`config.mk`:
```
export PLATFORM = sky130hd
export DESIGN_NAME = mmu_top
export DESIGN_NICKNAME = d
export VERILOG_FILES = /design/src/mmu_bus_pkg.sv /design/src/sv32_pkg.sv /design/src/mmu_top.sv /design/src/page_walker.sv /design/src/pte_check.sv /design/src/tlb_entry.sv /design/src/tlb_match.sv /design/src/tlb_refill.sv
export SDC_FILE = /design/constraint.sdc
export NUM_CORES = 1
export LEC_CHECK = 0
export BUFFER_PORTS_ARGS = -buffer_cell sky130_fd_sc_hd__clkbuf_2
export CELL_PAD_IN_SITES_DETAIL_PLACEMENT = 1
export CELL_PAD_IN_SITES_GLOBAL_PLACEMENT = 1
export CORE_ASPECT_RATIO = 1.4
export CORE_MARGIN = 4
export CORE_UTILIZATION = 30
export DETAILED_ROUTE_END_ITERATION = 6
export PLACE_DENSITY = 0.59
export SLEW_MARGIN = 25
export SYNTH_ARGS = -nofsm -noshare
export SYNTH_HDL_FRONTEND = slang
export SYNTH_HIERARCHICAL = 1
export SYNTH_SLANG_ARGS = --single-unit
```
`constraint.sdc`:
```
create_clock -name clk -period 10.8 [get_ports clk]
set_input_delay 2.16 -clock clk [delete_from_list [all_inputs] [get_ports clk]]
set_output_delay 2.16 -clock clk [all_outputs]
set_load 0.05 [all_outputs]
```
`src/mmu_bus_pkg.sv`:
```
`default_nettype none

package mmu_bus_pkg;

   typedef enum logic [1:0] {
      PRIV_U = 2'b00,
      PRIV_S = 2'b01,
      PRIV_M = 2'b11
   } priv_e;

   // same layout on both cpu ports and on the bus
   typedef struct packed {
      logic        write;
      logic [31:0] addr;
      logic [31:0] wdata;
      logic [3:0]  wstrb;
   } cpu_cmd_t;

   typedef struct packed {
      logic [31:0] data;
      logic        fault;
      logic [4:0]  exc_code;
      logic [31:0] tval;
   } cpu_resp_t;

   // data_priv is the mode after MPRV
   typedef struct packed {
      logic        satp_mode;
      logic [21:0] satp_ppn;
      priv_e       fetch_priv;
      priv_e       data_priv;
      logic        sum;
      logic        mxr;
   } mmu_csr_t;

endpackage

`default_nettype wire

```
`src/sv32_pkg.sv`:
```
`default_nettype none

package sv32_pkg;

   localparam int PAGE_BITS = 12;

   // page fault causes
   localparam logic [4:0] EXC_FETCH_PF = 5'd12;
   localparam logic [4:0] EXC_LOAD_PF  = 5'd13;
   localparam logic [4:0] EXC_STORE_PF = 5'd15;

   typedef struct packed {
      logic [9:0]  vpn1;
      logic [9:0]  vpn0;
      logic [11:0] offset;
   } vaddr_t;

   typedef struct packed {
      logic [11:0] ppn1;
      logic [9:0]  ppn0;
      logic [1:0]  rsw;
      logic        d;
      logic        a;
      logic        g;
      logic        u;
      logic        x;
      logic        w;
      logic        r;
      logic        v;
   } pte_t;

   // a PTE during the walk, plain data on the final access
   typedef union packed {
      pte_t        pte;
      logic [31:0] data;
   } mem_word_u;

   // flags are pte bits 7..0
   typedef struct packed {
      logic        valid;
      logic [19:0] tag;
      logic [19:0] ppn;
      logic [7:0]  flags;
   } tlb_entry_t;

endpackage

`default_nettype wire

```
`src/mmu_top.sv`:
```
`default_nettype none

module mmu_top #(
   parameter int TLB_ENTRIES = 16
) (
   input  wire logic                  clk,
   input  wire logic                  rstn,
   input  wire mmu_bus_pkg::mmu_csr_t csr,
   input  wire logic                  flush_tlb,
   input  wire logic                  fetch_req,
   input  wire mmu_bus_pkg::cpu_cmd_t fetch_cmd,
   output logic                       fetch_ack,
   output mmu_bus_pkg::cpu_resp_t     fetch_resp,
   input  wire logic                  data_req,
   input  wire mmu_bus_pkg::cpu_cmd_t data_cmd,
   output logic                       data_ack,
   output mmu_bus_pkg::cpu_resp_t     data_resp,
   output logic                       bus_req,
   output mmu_bus_pkg::cpu_cmd_t      bus_cmd,
   input  wire logic                  bus_ack,
   input  wire sv32_pkg::mem_word_u   bus_rdata
);

   logic [19:0]                              lookup_vpn;
   logic                                     hit;
   sv32_pkg::tlb_entry_t                     hit_entry;
   logic                                     fill_valid;
   sv32_pkg::tlb_entry_t                     fill_entry;
   logic [TLB_ENTRIES-1:0]                   wr_en;
   sv32_pkg::tlb_entry_t                     wr_entry;
   logic                                     slot_flush;
   logic [TLB_ENTRIES-1:0]                   hit_vec;
   logic [TLB_ENTRIES-1:0]                   slot_valid;
   sv32_pkg::tlb_entry_t [TLB_ENTRIES-1:0]   slot_entries;

   page_walker u_walker (
      .clk        (clk),
      .rstn       (rstn),
      .csr        (csr),
      .fetch_req  (fetch_req),
      .fetch_cmd  (fetch_cmd),
      .fetch_ack  (fetch_ack),
      .fetch_resp (fetch_resp),
      .data_req   (data_req),
      .data_cmd   (data_cmd),
      .data_ack   (data_ack),
      .data_resp  (data_resp),
      .bus_req    (bus_req),
      .bus_cmd    (bus_cmd),
      .bus_ack    (bus_ack),
      .bus_rdata  (bus_rdata),
      .lookup_vpn (lookup_vpn),
      .hit        (hit),
      .hit_entry  (hit_entry),
      .fill_valid (fill_valid),
      .fill_entry (fill_entry)
   );

   tlb_refill #(.TLB_ENTRIES(TLB_ENTRIES)) u_refill (
      .clk        (clk),
      .rstn       (rstn),
      .fill_valid (fill_valid),
      .fill_entry (fill_entry),
      .flush_tlb  (flush_tlb),
      .slot_valid (slot_valid),
      .wr_en      (wr_en),
      .wr_entry   (wr_entry),
      .flush      (slot_flush)
   );

   // one slot per entry
   for (genvar g = 0; g < TLB_ENTRIES; g++) begin : g_slot
      tlb_entry u_slot (
         .clk        (clk),
         .rstn       (rstn),
         .wr_en      (wr_en[g]),
         .wr_entry   (wr_entry),
         .flush      (slot_flush),
         .lookup_vpn (lookup_vpn),
         .entry      (slot_entries[g]),
         .hit        (hit_vec[g])
      );
      assign slot_valid[g] = slot_entries[g].valid;
   end

   tlb_match #(.TLB_ENTRIES(TLB_ENTRIES)) u_match (
      .hit_vec (hit_vec),
      .entries (slot_entries),
      .hit     (hit),
      .entry   (hit_entry)
   );

endmodule

`default_nettype wire

```
`src/page_walker.sv`:
```
`default_nettype none

module page_walker (
   input  wire logic                  clk,
   input  wire logic                  rstn,
   input  wire mmu_bus_pkg::mmu_csr_t csr,
   input  wire logic                  fetch_req,
   input  wire mmu_bus_pkg::cpu_cmd_t fetch_cmd,
   output logic                       fetch_ack,
   output mmu_bus_pkg::cpu_resp_t     fetch_resp,
   input  wire logic                  data_req,
   input  wire mmu_bus_pkg::cpu_cmd_t data_cmd,
   output logic                       data_ack,
   output mmu_bus_pkg::cpu_resp_t     data_resp,
   output logic                       bus_req,
   output mmu_bus_pkg::cpu_cmd_t      bus_cmd,
   input  wire logic                  bus_ack,
   input  wire sv32_pkg::mem_word_u   bus_rdata,
   output logic [19:0]                lookup_vpn,
   input  wire logic                  hit,
   input  wire sv32_pkg::tlb_entry_t  hit_entry,
   output logic                       fill_valid,
   output sv32_pkg::tlb_entry_t       fill_entry
);

   typedef enum logic [2:0] {IDLE, L1_READ, L0_READ, ACCESS, RESPOND, RELEASE} state_e;

   state_e                 state;
   mmu_bus_pkg::cpu_cmd_t  cur_cmd;
   logic                   is_fetch_q;
   mmu_bus_pkg::priv_e     priv_q;
   mmu_bus_pkg::cpu_resp_t resp_q;

   logic                   sel_fetch;
   logic                   go;
   logic                   paging_on;
   mmu_bus_pkg::cpu_cmd_t  sel_cmd;
   mmu_bus_pkg::priv_e     sel_priv;
   sv32_pkg::vaddr_t       sel_va;
   sv32_pkg::vaddr_t       cur_va;
   sv32_pkg::pte_t         rd_pte;
   sv32_pkg::pte_t         chk_pte;
   logic                   chk_fetch;
   logic                   chk_write;
   mmu_bus_pkg::priv_e     chk_priv;
   logic [31:0]            chk_vaddr;
   logic                   chk_invalid;
   logic                   chk_leaf;
   logic                   chk_fault;
   logic [19:0]            leaf_ppn;
   logic                   bus_done;

   function automatic mmu_bus_pkg::cpu_resp_t fault_resp(input logic fetch,
                                                         input logic write,
                                                         input logic [31:0] va);
      mmu_bus_pkg::cpu_resp_t r;
      r.data     = '0;
      r.fault    = 1'b1;
      r.tval     = va;
      r.exc_code = fetch ? sv32_pkg::EXC_FETCH_PF :
                   write ? sv32_pkg::EXC_STORE_PF : sv32_pkg::EXC_LOAD_PF;
      return r;
   endfunction

   function automatic mmu_bus_pkg::cpu_cmd_t pte_read(input logic [31:0] addr);
      return '{write: 1'b0, addr: addr, wdata: '0, wstrb: '0};
   endfunction

   //////////////////////////////
   // arbitration and checks
   //////////////////////////////

   // fetch wins a tie
   assign sel_fetch  = fetch_req;
   assign go         = fetch_req || data_req;
   assign sel_cmd    = sel_fetch ? fetch_cmd : data_cmd;
   assign sel_priv   = sel_fetch ? csr.fetch_priv : csr.data_priv;
   assign sel_va     = sel_cmd.addr;
   assign cur_va     = cur_cmd.addr;
   assign paging_on  = csr.satp_mode && (sel_priv != mmu_bus_pkg::PRIV_M);
   assign lookup_vpn = sel_cmd.addr[31:sv32_pkg::PAGE_BITS];
   assign rd_pte     = bus_rdata.pte;
   assign bus_done   = bus_req && bus_ack;

   // idle checks the tlb hit, walk states check the word just read
   assign chk_pte   = (state == IDLE) ? sv32_pkg::pte_t'({2'b00, hit_entry.ppn, 2'b00,
                                                          hit_entry.flags}) : rd_pte;
   assign chk_fetch = (state == IDLE) ? sel_fetch : is_fetch_q;
   assign chk_write = (state == IDLE) ? (!sel_fetch && sel_cmd.write) :
                                        (!is_fetch_q && cur_cmd.write);
   assign chk_priv  = (state == IDLE) ? sel_priv : priv_q;
   assign chk_vaddr = (state == IDLE) ? sel_cmd.addr : cur_cmd.addr;

   // megapage keeps vpn0 from the virtual address
   assign leaf_ppn = (state == L1_READ) ? {rd_pte.ppn1[9:0], cur_va.vpn0} :
                                          {rd_pte.ppn1[9:0], rd_pte.ppn0};

   pte_check u_pte_check (
      .pte      (chk_pte),
      .level    (state == L1_READ),
      .is_fetch (chk_fetch),
      .is_write (chk_write),
      .priv     (chk_priv),
      .sum      (csr.sum),
      .mxr      (csr.mxr),
      .invalid  (chk_invalid),
      .leaf     (chk_leaf),
      .fault    (chk_fault)
   );

   assign fetch_resp = resp_q;
   assign data_resp  = resp_q;

   //////////////////////////////
   // translation FSM
   //////////////////////////////

   always_ff @(posedge clk) begin
      if (rstn) begin
         state      <= IDLE;
         fetch_ack  <= 1'b0;
         data_ack   <= 1'b0;
         bus_req    <= 1'b0;
         fill_valid <= 1'b0;
      end else begin
         fill_valid <= 1'b0;
         // raise bus_req once the previous ack is gone
         if (state inside {L1_READ, L0_READ, ACCESS}) begin
            if (!bus_req && !bus_ack) bus_req <= 1'b1;
            if (bus_done) bus_req <= 1'b0;
         end
         case (state)
            IDLE: begin
               if (go) begin
                  cur_cmd    <= sel_cmd;
                  is_fetch_q <= sel_fetch;
                  priv_q     <= sel_priv;
                  if (!paging_on) begin
                     bus_cmd <= sel_cmd;
                     state   <= ACCESS;
                  end else if (hit && chk_fault) begin
                     resp_q <= fault_resp(chk_fetch, chk_write, chk_vaddr);
                     state  <= RESPOND;
                  end else if (hit) begin
                     bus_cmd      <= sel_cmd;
                     bus_cmd.addr <= {hit_entry.ppn, sel_va.offset};
                     state        <= ACCESS;
                  end else begin
                     bus_cmd <= pte_read({csr.satp_ppn[19:0], sel_va.vpn1, 2'b00});
                     state   <= L1_READ;
                  end
               end
            end
            L1_READ, L0_READ: begin
               if (bus_done) begin
                  if (chk_invalid || (chk_leaf && chk_fault) ||
                      (!chk_leaf && state == L0_READ)) begin
                     resp_q <= fault_resp(chk_fetch, chk_write, chk_vaddr);
                     state  <= RESPOND;
                  end else if (chk_leaf) begin
                     fill_valid   <= 1'b1;
                     fill_entry   <= '{valid: 1'b1, tag: cur_cmd.addr[31:12],
                                       ppn: leaf_ppn, flags: rd_pte[7:0]};
                     bus_cmd      <= cur_cmd;
                     bus_cmd.addr <= {leaf_ppn, cur_va.offset};
                     state        <= ACCESS;
                  end else begin
                     // upper two ppn bits dropped
                     bus_cmd <= pte_read({rd_pte.ppn1[9:0], rd_pte.ppn0, cur_va.vpn0, 2'b00});
                     state   <= L0_READ;
                  end
               end
            end
            ACCESS: begin
               if (bus_done) begin
                  resp_q <= '{data: bus_rdata.data, fault: 1'b0, exc_code: '0, tval: '0};
                  state  <= RESPOND;
               end
            end
            RESPOND: begin
               fetch_ack <= is_fetch_q;
               data_ack  <= !is_fetch_q;
               state     <= RELEASE;
            end
            RELEASE: begin
               if (is_fetch_q ? !fetch_req : !data_req) begin
                  fetch_ack <= 1'b0;
                  data_ack  <= 1'b0;
                  state     <= IDLE;
               end
            end
            default: state <= IDLE;
         endcase
      end
   end

endmodule

`default_nettype wire

```
`src/pte_check.sv`:
```
`default_nettype none

module pte_check (
   input  wire sv32_pkg::pte_t      pte,
   input  wire logic                level,
   input  wire logic                is_fetch,
   input  wire logic                is_write,
   input  wire mmu_bus_pkg::priv_e  priv,
   input  wire logic                sum,
   input  wire logic                mxr,
   output logic                     invalid,
   output logic                     leaf,
   output logic                     fault
);

   logic is_read;
   logic readable;

   assign invalid  = !pte.v || (pte.w && !pte.r);
   assign leaf     = pte.r || pte.x;
   assign is_read  = !is_fetch && !is_write;
   // mxr lets loads use execute-only pages
   assign readable = pte.r || (mxr && pte.x);

   always_comb begin
      fault = 1'b0;
      // megapage must be 4 MiB aligned
      if (level && (pte.ppn0 != '0)) fault = 1'b1;
      if (!pte.u && (priv == mmu_bus_pkg::PRIV_U)) fault = 1'b1;
      if (pte.u && (priv == mmu_bus_pkg::PRIV_S) && !sum) fault = 1'b1;
      if (is_fetch && !pte.x) fault = 1'b1;
      if (is_read && !readable) fault = 1'b1;
      if (is_write && !pte.w) fault = 1'b1;
      // no hardware A/D update
      if (!pte.a) fault = 1'b1;
      if (is_write && !pte.d) fault = 1'b1;
   end

endmodule

`default_nettype wire

```
`src/tlb_entry.sv`:
```
`default_nettype none

module tlb_entry (
   input  wire logic                 clk,
   input  wire logic                 rstn,
   input  wire logic                 wr_en,
   input  wire sv32_pkg::tlb_entry_t wr_entry,
   input  wire logic                 flush,
   input  wire logic [19:0]          lookup_vpn,
   output sv32_pkg::tlb_entry_t      entry,
   output logic                      hit
);

   // flush beats a write in the same cycle
   always_ff @(posedge clk) begin
      if (rstn || flush) begin
         entry.valid <= 1'b0;
      end else if (wr_en) begin
         entry <= wr_entry;
      end
   end

   assign hit = entry.valid && (entry.tag == lookup_vpn);

endmodule

`default_nettype wire

```
`src/tlb_match.sv`:
```
`default_nettype none

module tlb_match #(
   parameter int TLB_ENTRIES = 16
) (
   input  wire logic [TLB_ENTRIES-1:0]                 hit_vec,
   input  wire sv32_pkg::tlb_entry_t [TLB_ENTRIES-1:0] entries,
   output logic                                        hit,
   output sv32_pkg::tlb_entry_t                        entry
);

   assign hit = |hit_vec;

   // tags are unique, lowest index wins anyway
   always_comb begin
      entry = '0;
      for (int i = TLB_ENTRIES - 1; i >= 0; i--) begin
         if (hit_vec[i]) begin
            entry = entries[i];
         end
      end
   end

endmodule

`default_nettype wire

```
`src/tlb_refill.sv`:
```
`default_nettype none

module tlb_refill #(
   parameter int TLB_ENTRIES = 16
) (
   input  wire logic                   clk,
   input  wire logic                   rstn,
   input  wire logic                   fill_valid,
   input  wire sv32_pkg::tlb_entry_t   fill_entry,
   input  wire logic                   flush_tlb,
   input  wire logic [TLB_ENTRIES-1:0] slot_valid,
   output logic [TLB_ENTRIES-1:0]      wr_en,
   output sv32_pkg::tlb_entry_t        wr_entry,
   output logic                        flush
);

   localparam int PTR_BITS = (TLB_ENTRIES > 1) ? $clog2(TLB_ENTRIES) : 1;

   logic [PTR_BITS-1:0] rr_ptr;
   logic [PTR_BITS-1:0] free_idx;
   logic [PTR_BITS-1:0] victim;
   logic                any_free;
   logic                do_fill;

   // lowest free slot
   always_comb begin
      free_idx = '0;
      any_free = 1'b0;
      for (int i = TLB_ENTRIES - 1; i >= 0; i--) begin
         if (!slot_valid[i]) begin
            free_idx = PTR_BITS'(i);
            any_free = 1'b1;
         end
      end
   end

   assign do_fill = fill_valid && !flush_tlb;
   assign victim  = any_free ? free_idx : rr_ptr;

   always_comb begin
      wr_en         = '0;
      wr_en[victim] = do_fill;
   end

   always_ff @(posedge clk) begin
      if (rstn) begin
         rr_ptr <= '0;
      end else if (do_fill && !any_free) begin
         if (rr_ptr == PTR_BITS'(TLB_ENTRIES - 1)) begin
            rr_ptr <= '0;
         end else begin
            rr_ptr <= rr_ptr + 1'b1;
         end
      end
   end

   always_comb begin
      wr_entry       = fill_entry;
      wr_entry.valid = 1'b1;
   end

   assign flush = flush_tlb;

endmodule

`default_nettype wire

```
# --- After elaboration in Yosys (flattened, before gate mapping) ---
# Cells that the tools add are included.
# W data, S select, Z words.
op_classes:
  eq_ne: 33
  add_sub_neg: 1
  n_reduce_logical: 97
  mux: 102
  bitwise: 6
  order_cmp: 2
op_table:
  columns: ["operator", "count"]
  rows:
  - ["$mux W69", 8]
  - ["$mux W28", 16]
  - ["$mux W70", 6]
  - ["$eq A20 B20 Y1", 16]
  - ["$pmux W70 S3", 1]
  - ["$pmux W69 S2", 1]
  - ["$mux W4", 18]
  - ["$logic_and A1 B1 Y1", 38]
  - ["$reduce_and A2 Y1", 18]
  - ["$mux W1", 33]
  - ["$mux W32", 1]
  - ["$mux W3", 7]
  - ["$mux W20", 1]
  - ["$logic_not A1 Y1", 18]
  - ["$and A16 B16 Y16", 1]
  - ["$reduce_or A16 Y1", 1]
  - ["$pmux W3 S5", 1]
  - ["$ne A2 B1 Y1 const B", 6]
  - ["$mux W10", 1]
  - ["$reduce_bool A10 Y1", 1]
  - ["$mux W2", 4]
  - ["$reduce_and A8 Y1", 1]
  - ["$logic_or A1 B1 Y1", 7]
  - ["$eq A3 B2 Y1 const B", 2]
  - ["other kinds (23)", 34]
word_totals:
  out_inout_bits: 212
  in_bits: 205
  register_bits: 1054
  word_cells: 328

# --- Logic depth before layout (Yosys ltp) ---
# Gate-level depths: netlist of run 1.
depth:
  ltp_word: 36
  mapped_depth: 27
  depth_no_buf: 20

# --- Hierarchy ---
# Netlist of run 1, hierarchy kept.
modules_own_cells:
  columns: ["mod", "n_inst", "cells_each", "seq_area_each_um2", "area_each_um2"]
  rows:
  - ["tlb_entry", 16, 79, 1461.4, 1707.9]
  - ["page_walker", 1, 959, 7827.5, 12707.2]
  - ["tlb_match", 1, 867, 0.0, 6097.1]
  - ["tlb_refill", 1, 133, 80.1, 963.4]
  - ["pte_check", 1, 15, 0.0, 95.1]

# --- Worst setup path before layout of run 1 ---
# OpenSTA, ideal clock, no wires.
synth_path:
  path_kind: "input to register"
  from: "input port fetch_req"
  to: "register, netlist name u_walker/bus_cmd[0]"
  n_path_buf: 7
  arrival_time_ns: 9.834
  stages: 26
  t_required_ns: 10.295
  path_slack_ns: 0.461
  setup_ns: 0.505
  cell_sequence: "buf_2 > buf_4 > buf_4 > mux2i_1 > inv_1 > buf_4 > xor2_1 > nor4_1 > nand4_1 > nor4_2 > buf_2 > nor2b_1 > buf_6 > buf_6 > a221oi_1 > o211a_1 > a211oi_2 > nand2_1 > nand2_1 > or4_1 > o41ai_2 > o2111ai_1 > or3b_1 > a21oi_1 > o21ai_1 > nor2b_1"
synth_lines:
  columns: ["element", "line_no", "text"]
  rows:
  - ["from (decl)", "mmu_top.sv:10", "input wire logic fetch_req,"]

==> impl_metrics.env, run 1 <==
export IMPL_status="finished clean"
export IMPL_drcViolationCount=0
export IMPL_netlist_area_um2=44100
export IMPL_worstPathArrival_ps=9410
export IMPL_post_dp_hpwl_um=104000
export IMPL_antenna_found_initial=15
export IMPL_rows=166
export IMPL_drv_slew=0
export IMPL_peakVddDrop_v=0.000197
export IMPL_reg2reg_from="g_slot[3].u_slot/entry[47]"
export IMPL_io_pins=417
export IMPL_core_area_um2=146000
export IMPL_die_area_um2=153000
export IMPL_overflow=0
export IMPL_die_y_um=461
export IMPL_clock_latency_ps=690
export IMPL_drtPass1Iterations=5
export IMPL_leakage_nw=16.7
export IMPL_wl_um=144000
export IMPL_grt_total_usage=0.183
export IMPL_wl_per_cell_um=28.0
export IMPL_fin_util=0.347
export IMPL_rsz0062_at_grt="false"
export IMPL_design_area_um2=50600
export IMPL_hp_class="reg -> reg"
export IMPL_viasPerCell=5.05
export IMPL_clk_path_buf_depth=3
export IMPL_final_cell_mix="1007 x edfxtp_1, 411 x clkbuf_2, 192 x xnor2_1, 129 x xor2_1, 121 x nand2_1"
export IMPL_cts_buffers=92
export IMPL_min_from="u_walker/cur_va[29]"
export IMPL_critPathCaptureType="register"
export IMPL_netlist_instances=2857
export IMPL_crit_start="fetch_req"
export IMPL_tns_ps=0
export IMPL_cts_sinks=1034
export IMPL_hold_viol=0
export IMPL_htree_num_levels=3
export IMPL_ctsHoldBuffers=0
export IMPL_root_buffer="clkbuf_16"
export IMPL_io_buffers=412
export IMPL_slew_headroom=0.337
export IMPL_cts_repair_resized=0
export IMPL_cts_tree="done"
export IMPL_grt_max_degree=55
export IMPL_syn_to_final_growth_pct=14.8
export IMPL_critPathRequiredTime_ps=11170
export IMPL_die_w_um=332
export IMPL_period_needed_ps=9050
export IMPL_start_util=0.302
export IMPL_fin_crit_sh=0.838
export IMPL_max_cap_violations=0
export IMPL_yosys_warnings=6
export IMPL_final_common_cell="edfxtp_1"
export IMPL_place_area_um2=47500
export IMPL_cts_setup_buffers=0
export IMPL_setup_viol_count_final=0
export IMPL_finClkSkew_ps=23.9
export IMPL_critPathKind="in -> reg"
export IMPL_first_global_vias=27600
export IMPL_power_density_nw_per_um2=211
export IMPL_fmax_mhz=111
export IMPL_worst_pin_slew_ps=993
export IMPL_grt_pass1_wl_um=203000
export IMPL_drive_above_1_share=0.259
export IMPL_gp_congestion=0.843
export IMPL_postRouteAntennaNets=0
export IMPL_final_nets=3345
export IMPL_fin_hold_ws_ps=453
export IMPL_syn_area_per_cell_um2=15.4
export IMPL_drtIter0Drc=1765
export IMPL_clkTransAtPathRegs_ps=70
export IMPL_routed_via_count=26000
export IMPL_worstSetupStartpointType="input pin"
export IMPL_critPathMaxFanout=37
==> stage by stage <==
step | total power [mW] | cells | setup slack, ps
2_1_floorplan | 6.60 | 2858 | 486
3_3_place_gp | 7.33 | 4976 | 1150
3_5_place_dp | 7.35 | 4976 | 1030
4_1_cts | 10.8 | 5145 | 1760
5_1_grt | 11.0 | 5146 | 1460
6_report | 10.7 | 5146 | 1750
==> flip-flops by register name (all words and copies together), names as in the netlist <==
| signal | flops |
|---|---|
| g_slot.u_slot/entry | 768 |
| u_refill/rr_ptr | 4 |
| u_walker/priv_q | 2 |
| u_walker/bus_cmd | 69 |
| u_walker/data_resp | 67 |
| u_walker/is_fetch_q | 1 |
| u_walker/bus_req | 1 |
| u_walker/fetch_ack | 1 |
| u_walker/fill_entry | 47 |
| u_walker/cur_cmd | 37 |
| u_walker/state | 3 |
| u_walker/cur_va | 32 |
| u_walker/data_ack | 1 |
| u_walker/fill_valid | 1 |
==> critical path, stage by stage <==
cell and delay [ps]:
buf_4 370, mux2i_1 400, inv_1 460, xor2_1 290, nor4_1 390, nand4_1 400, nor4_4 700, nor2b_1 220
buf_4 240, a221oi_1 510, o211a_1 290, a211oi_2 100, nand2_1 110, nand2_1 70, or4_1 530, o41ai_2 410
o2111ai_1 240, or3b_1 560, a21oi_1 200, o21ai_1 160, nor2b_4 210, buf_12 240
==> area by class of cell <==
cell class | instances | area, um^2
multi-input combinational | 1474 | 11400
tap | 1932 | 2420
sequential | 1034 | 30800
inverter | 26 | 97.6
antenna | 1 | 2.50
timing repair buffer | 510 | 2890
fill | 15200 | 95400
clock inverter | 49 | 576
clock buffer | 120 | 2480
==> metal layers <==
metal / global-route usage / vias to the layer above / wire length (um) / part of all wire
li1: - / 11400 / - / -
met1: 0.199 / 13600 / 53200 / 0.37
met2: 0.344 / 777 / 76500 / 0.53
met3: 0.0364 / 192 / 7700 / 0.053
met4: 0.0810 / 8 / 6540 / 0.045
met5: 0 / - / 51 / 0.00035
==> power breakdown <==
group / total, mW / internal, mW / leakage, nW / switching (mW)
clock network: 3.40 / 1.91 / 1.48 / 1.49
logic: 2.35 / 0.581 / 5.90 / 1.76
registers: 4.91 / 4.72 / 9.34 / 0.187
total: 10.7 / 7.22 / 16.7 / 3.44
==> path summary, 6_finish.rpt <==
check	endpoint	slack, ps	cells past startpoint
max	u_walker/bus_cmd[60]	1750	22
min	u_walker/fill_entry[45]	450	0
max reg2reg	u_walker/bus_cmd[60]	4230	19
min reg2reg	u_walker/fill_entry[45]	450	0
Note: power is estimated with default switching activity, not from simulation.
==> inputs of run 2 (changes only) <==
==> constraint.sdc (replaced) <==
create_clock -name clk -period 8.1 [get_ports clk]
set_input_delay 1.62 -clock clk [delete_from_list [all_inputs] [get_ports clk]]
set_output_delay 1.62 -clock clk [all_outputs]
set_load 0.05 [all_outputs]
==> impl_metrics.env, run 2 (synthesis gave the netlist of run 1 again) <==
export IMPL_status="finished clean"
export IMPL_drcViolationCount=0
export IMPL_fin_crit_sh=0.949
export IMPL_die_area_um2=153000
export IMPL_total_power_mw=14.2
export IMPL_htree_num_levels=3
export IMPL_max_cap_violations=0
export IMPL_final_cell_mix="1007 x edfxtp_1, 411 x clkbuf_2, 265 x buf_4, 192 x xnor2_1, 129 x xor2_1"
export IMPL_finClkSkew_ps=28.6
export IMPL_core_area_um2=146000
export IMPL_drv_slew=0
export IMPL_min_from="u_walker/cur_va[25]"
export IMPL_io_pins=417
export IMPL_drive_above_1_share=0.297
export IMPL_critPathRequiredTime_ps=8480
export IMPL_power_density_nw_per_um2=273
export IMPL_cts_sinks=1034
export IMPL_critPathMaxFanout=32
export IMPL_clk_path_buf_depth=3
export IMPL_largest_reg_flops=768
export IMPL_largest_register="g_slot.u_slot/entry"
export IMPL_critPathKind="in -> reg"
export IMPL_worstPathArrival_ps=8070
export IMPL_antenna_found_initial=10
export IMPL_post_dp_hpwl_um=108000
export IMPL_cts_buffers=92
export IMPL_grt_max_degree=48
export IMPL_grt_total_usage=0.183
export IMPL_final_nets=3537
export IMPL_postRouteAntennaNets=0
export IMPL_clock_latency_ps=700
export IMPL_start_util=0.302
export IMPL_viasPerCell=4.97
export IMPL_reg2reg_from="g_slot[10].u_slot/entry[47]"
export IMPL_grt_busiest_layer="met2"
export IMPL_overflow=0
export IMPL_place_inst=5168
export IMPL_rsz0062_at_grt="false"
export IMPL_drtPass1Iterations=5
export IMPL_slew_headroom=0.355
export IMPL_rows=166
export IMPL_routed_via_count=26500
export IMPL_hp_class="reg -> reg"
export IMPL_ctsHoldBuffers=0
export IMPL_worst_pin_slew_ps=967
export IMPL_reg2reg_slack_ps=2120
export IMPL_drtIter0Drc=1737
export IMPL_wl_um=144000
export IMPL_design_area_um2=52200
export IMPL_grt_pass1_wl_um=204000
export IMPL_rr_worst_depth=23
export IMPL_clkTransAtPathRegs_ps=70
export IMPL_leakage_nw=17.7
export IMPL_use_met1=0.194
export IMPL_met3_usage=0.0392
export IMPL_syn_to_final_growth_pct=18.5
export IMPL_cts_setup_buffers=0
export IMPL_setup_viol_count_final=0
export IMPL_min_to="u_walker/fill_entry[41]"
export IMPL_final_common_cell="edfxtp_1"
export IMPL_cts_repair_resized=0
export IMPL_reg2reg_to="u_walker/bus_cmd[62]"
export IMPL_die_y_um=461
export IMPL_period_needed_ps=7690
export IMPL_fin_hold_ws_ps=451
export IMPL_cts_tree="done"
export IMPL_worstSetupStartpointType="input pin"
export IMPL_first_global_vias=28500
export IMPL_hold_viol=0
export IMPL_critPathCaptureType="register"
export IMPL_die_w_um=332
export IMPL_gp_congestion=0.848
export IMPL_wl_per_cell_um=27.0
export IMPL_place_area_um2=49200
export IMPL_met2_usage=0.346
export IMPL_root_buffer="clkbuf_16"
export IMPL_hold_path_depth=0
export IMPL_fmax_mhz=130
export IMPL_instances_no_fill=5335
export IMPL_io_buffers=412
export IMPL_tns_ps=0
export IMPL_peakVddDrop_v=0.000294
[run 2: cell types whose count changed in the layout (fill, tap and decap cells not counted), sizes merged]
cell      before  now
clkbuf       531  520
buf           99  291
clkinvlp       6    4
bufinv        12   10
clkinv        29   42
inv           28   27
[run 2: final cells by class]
cell class	instances	area, um^2
well taps	1932	2420
clock inverters	57	598
repair buffers	702	4570
multi-input cells	1474	11400
diodes	1	2.50
fillers	15200	93800
inverters	26	97.6
clock buffers	109	2390
flip-flops and latches	1034	30800
[run 2: metal layers]
metal | vias to the layer above | part of all wire
met5 | - | 0.00029
met1 | 13700 | 0.36
li1 | 11800 | -
met4 | 8 | 0.049
met2 | 757 | 0.54
met3 | 204 | 0.053
[run 2: power breakdown]
part           leakage, nW  switching [mW]  internal, mW  total (mW)
combinational         6.91            2.39         0.862        3.25
clock                 1.44            2.01          2.44        4.44
sequential            9.34           0.240          6.30        6.54
[run 2: worst max-delay path by stage]
stage | from | end | cells past startpoint
finish | fetch_req | u_walker/bus_cmd[62] | 28
detailed placement | fetch_req | u_walker/fill_entry[23] | 28
CTS | fetch_req | u_walker/fill_entry[0] | 28
floorplan | fetch_req | u_walker/fill_entry[0] | 24
global placement | fetch_req | u_walker/bus_cmd[61] | 28
global route | fetch_req | u_walker/bus_cmd[62] | 28
[run 2: stage by stage]
stage | util | setup slack, ps
floorplan | - | 120
global placement | 0.337 | -202
detailed placement | 0.337 | -288
CTS | 0.358 | 424
global route | 0.358 | 262
finish | 0.358 | 411
[run 2: critical path, cell delays in order]
cell,delay (ps)
buf_4,190
buf_12,170
mux2i_1,520
inv_1,90
buf_4,200
buf_4,190
xor2_1,160
nor4_1,310
nand3_1,300
nor4_4,290
buf_12,150
nor2b_1,90
buf_4,150
a221oi_1,380
o211ai_1,200
a21oi_1,240
a21oi_1,220
nand2_1,110
nand2_1,60
or4_1,430
o41ai_2,390
o2111ai_1,160
buf_4,180
or3b_1,410
a21oi_1,160
o21ai_1,150
nor2b_4,230
buf_12,250
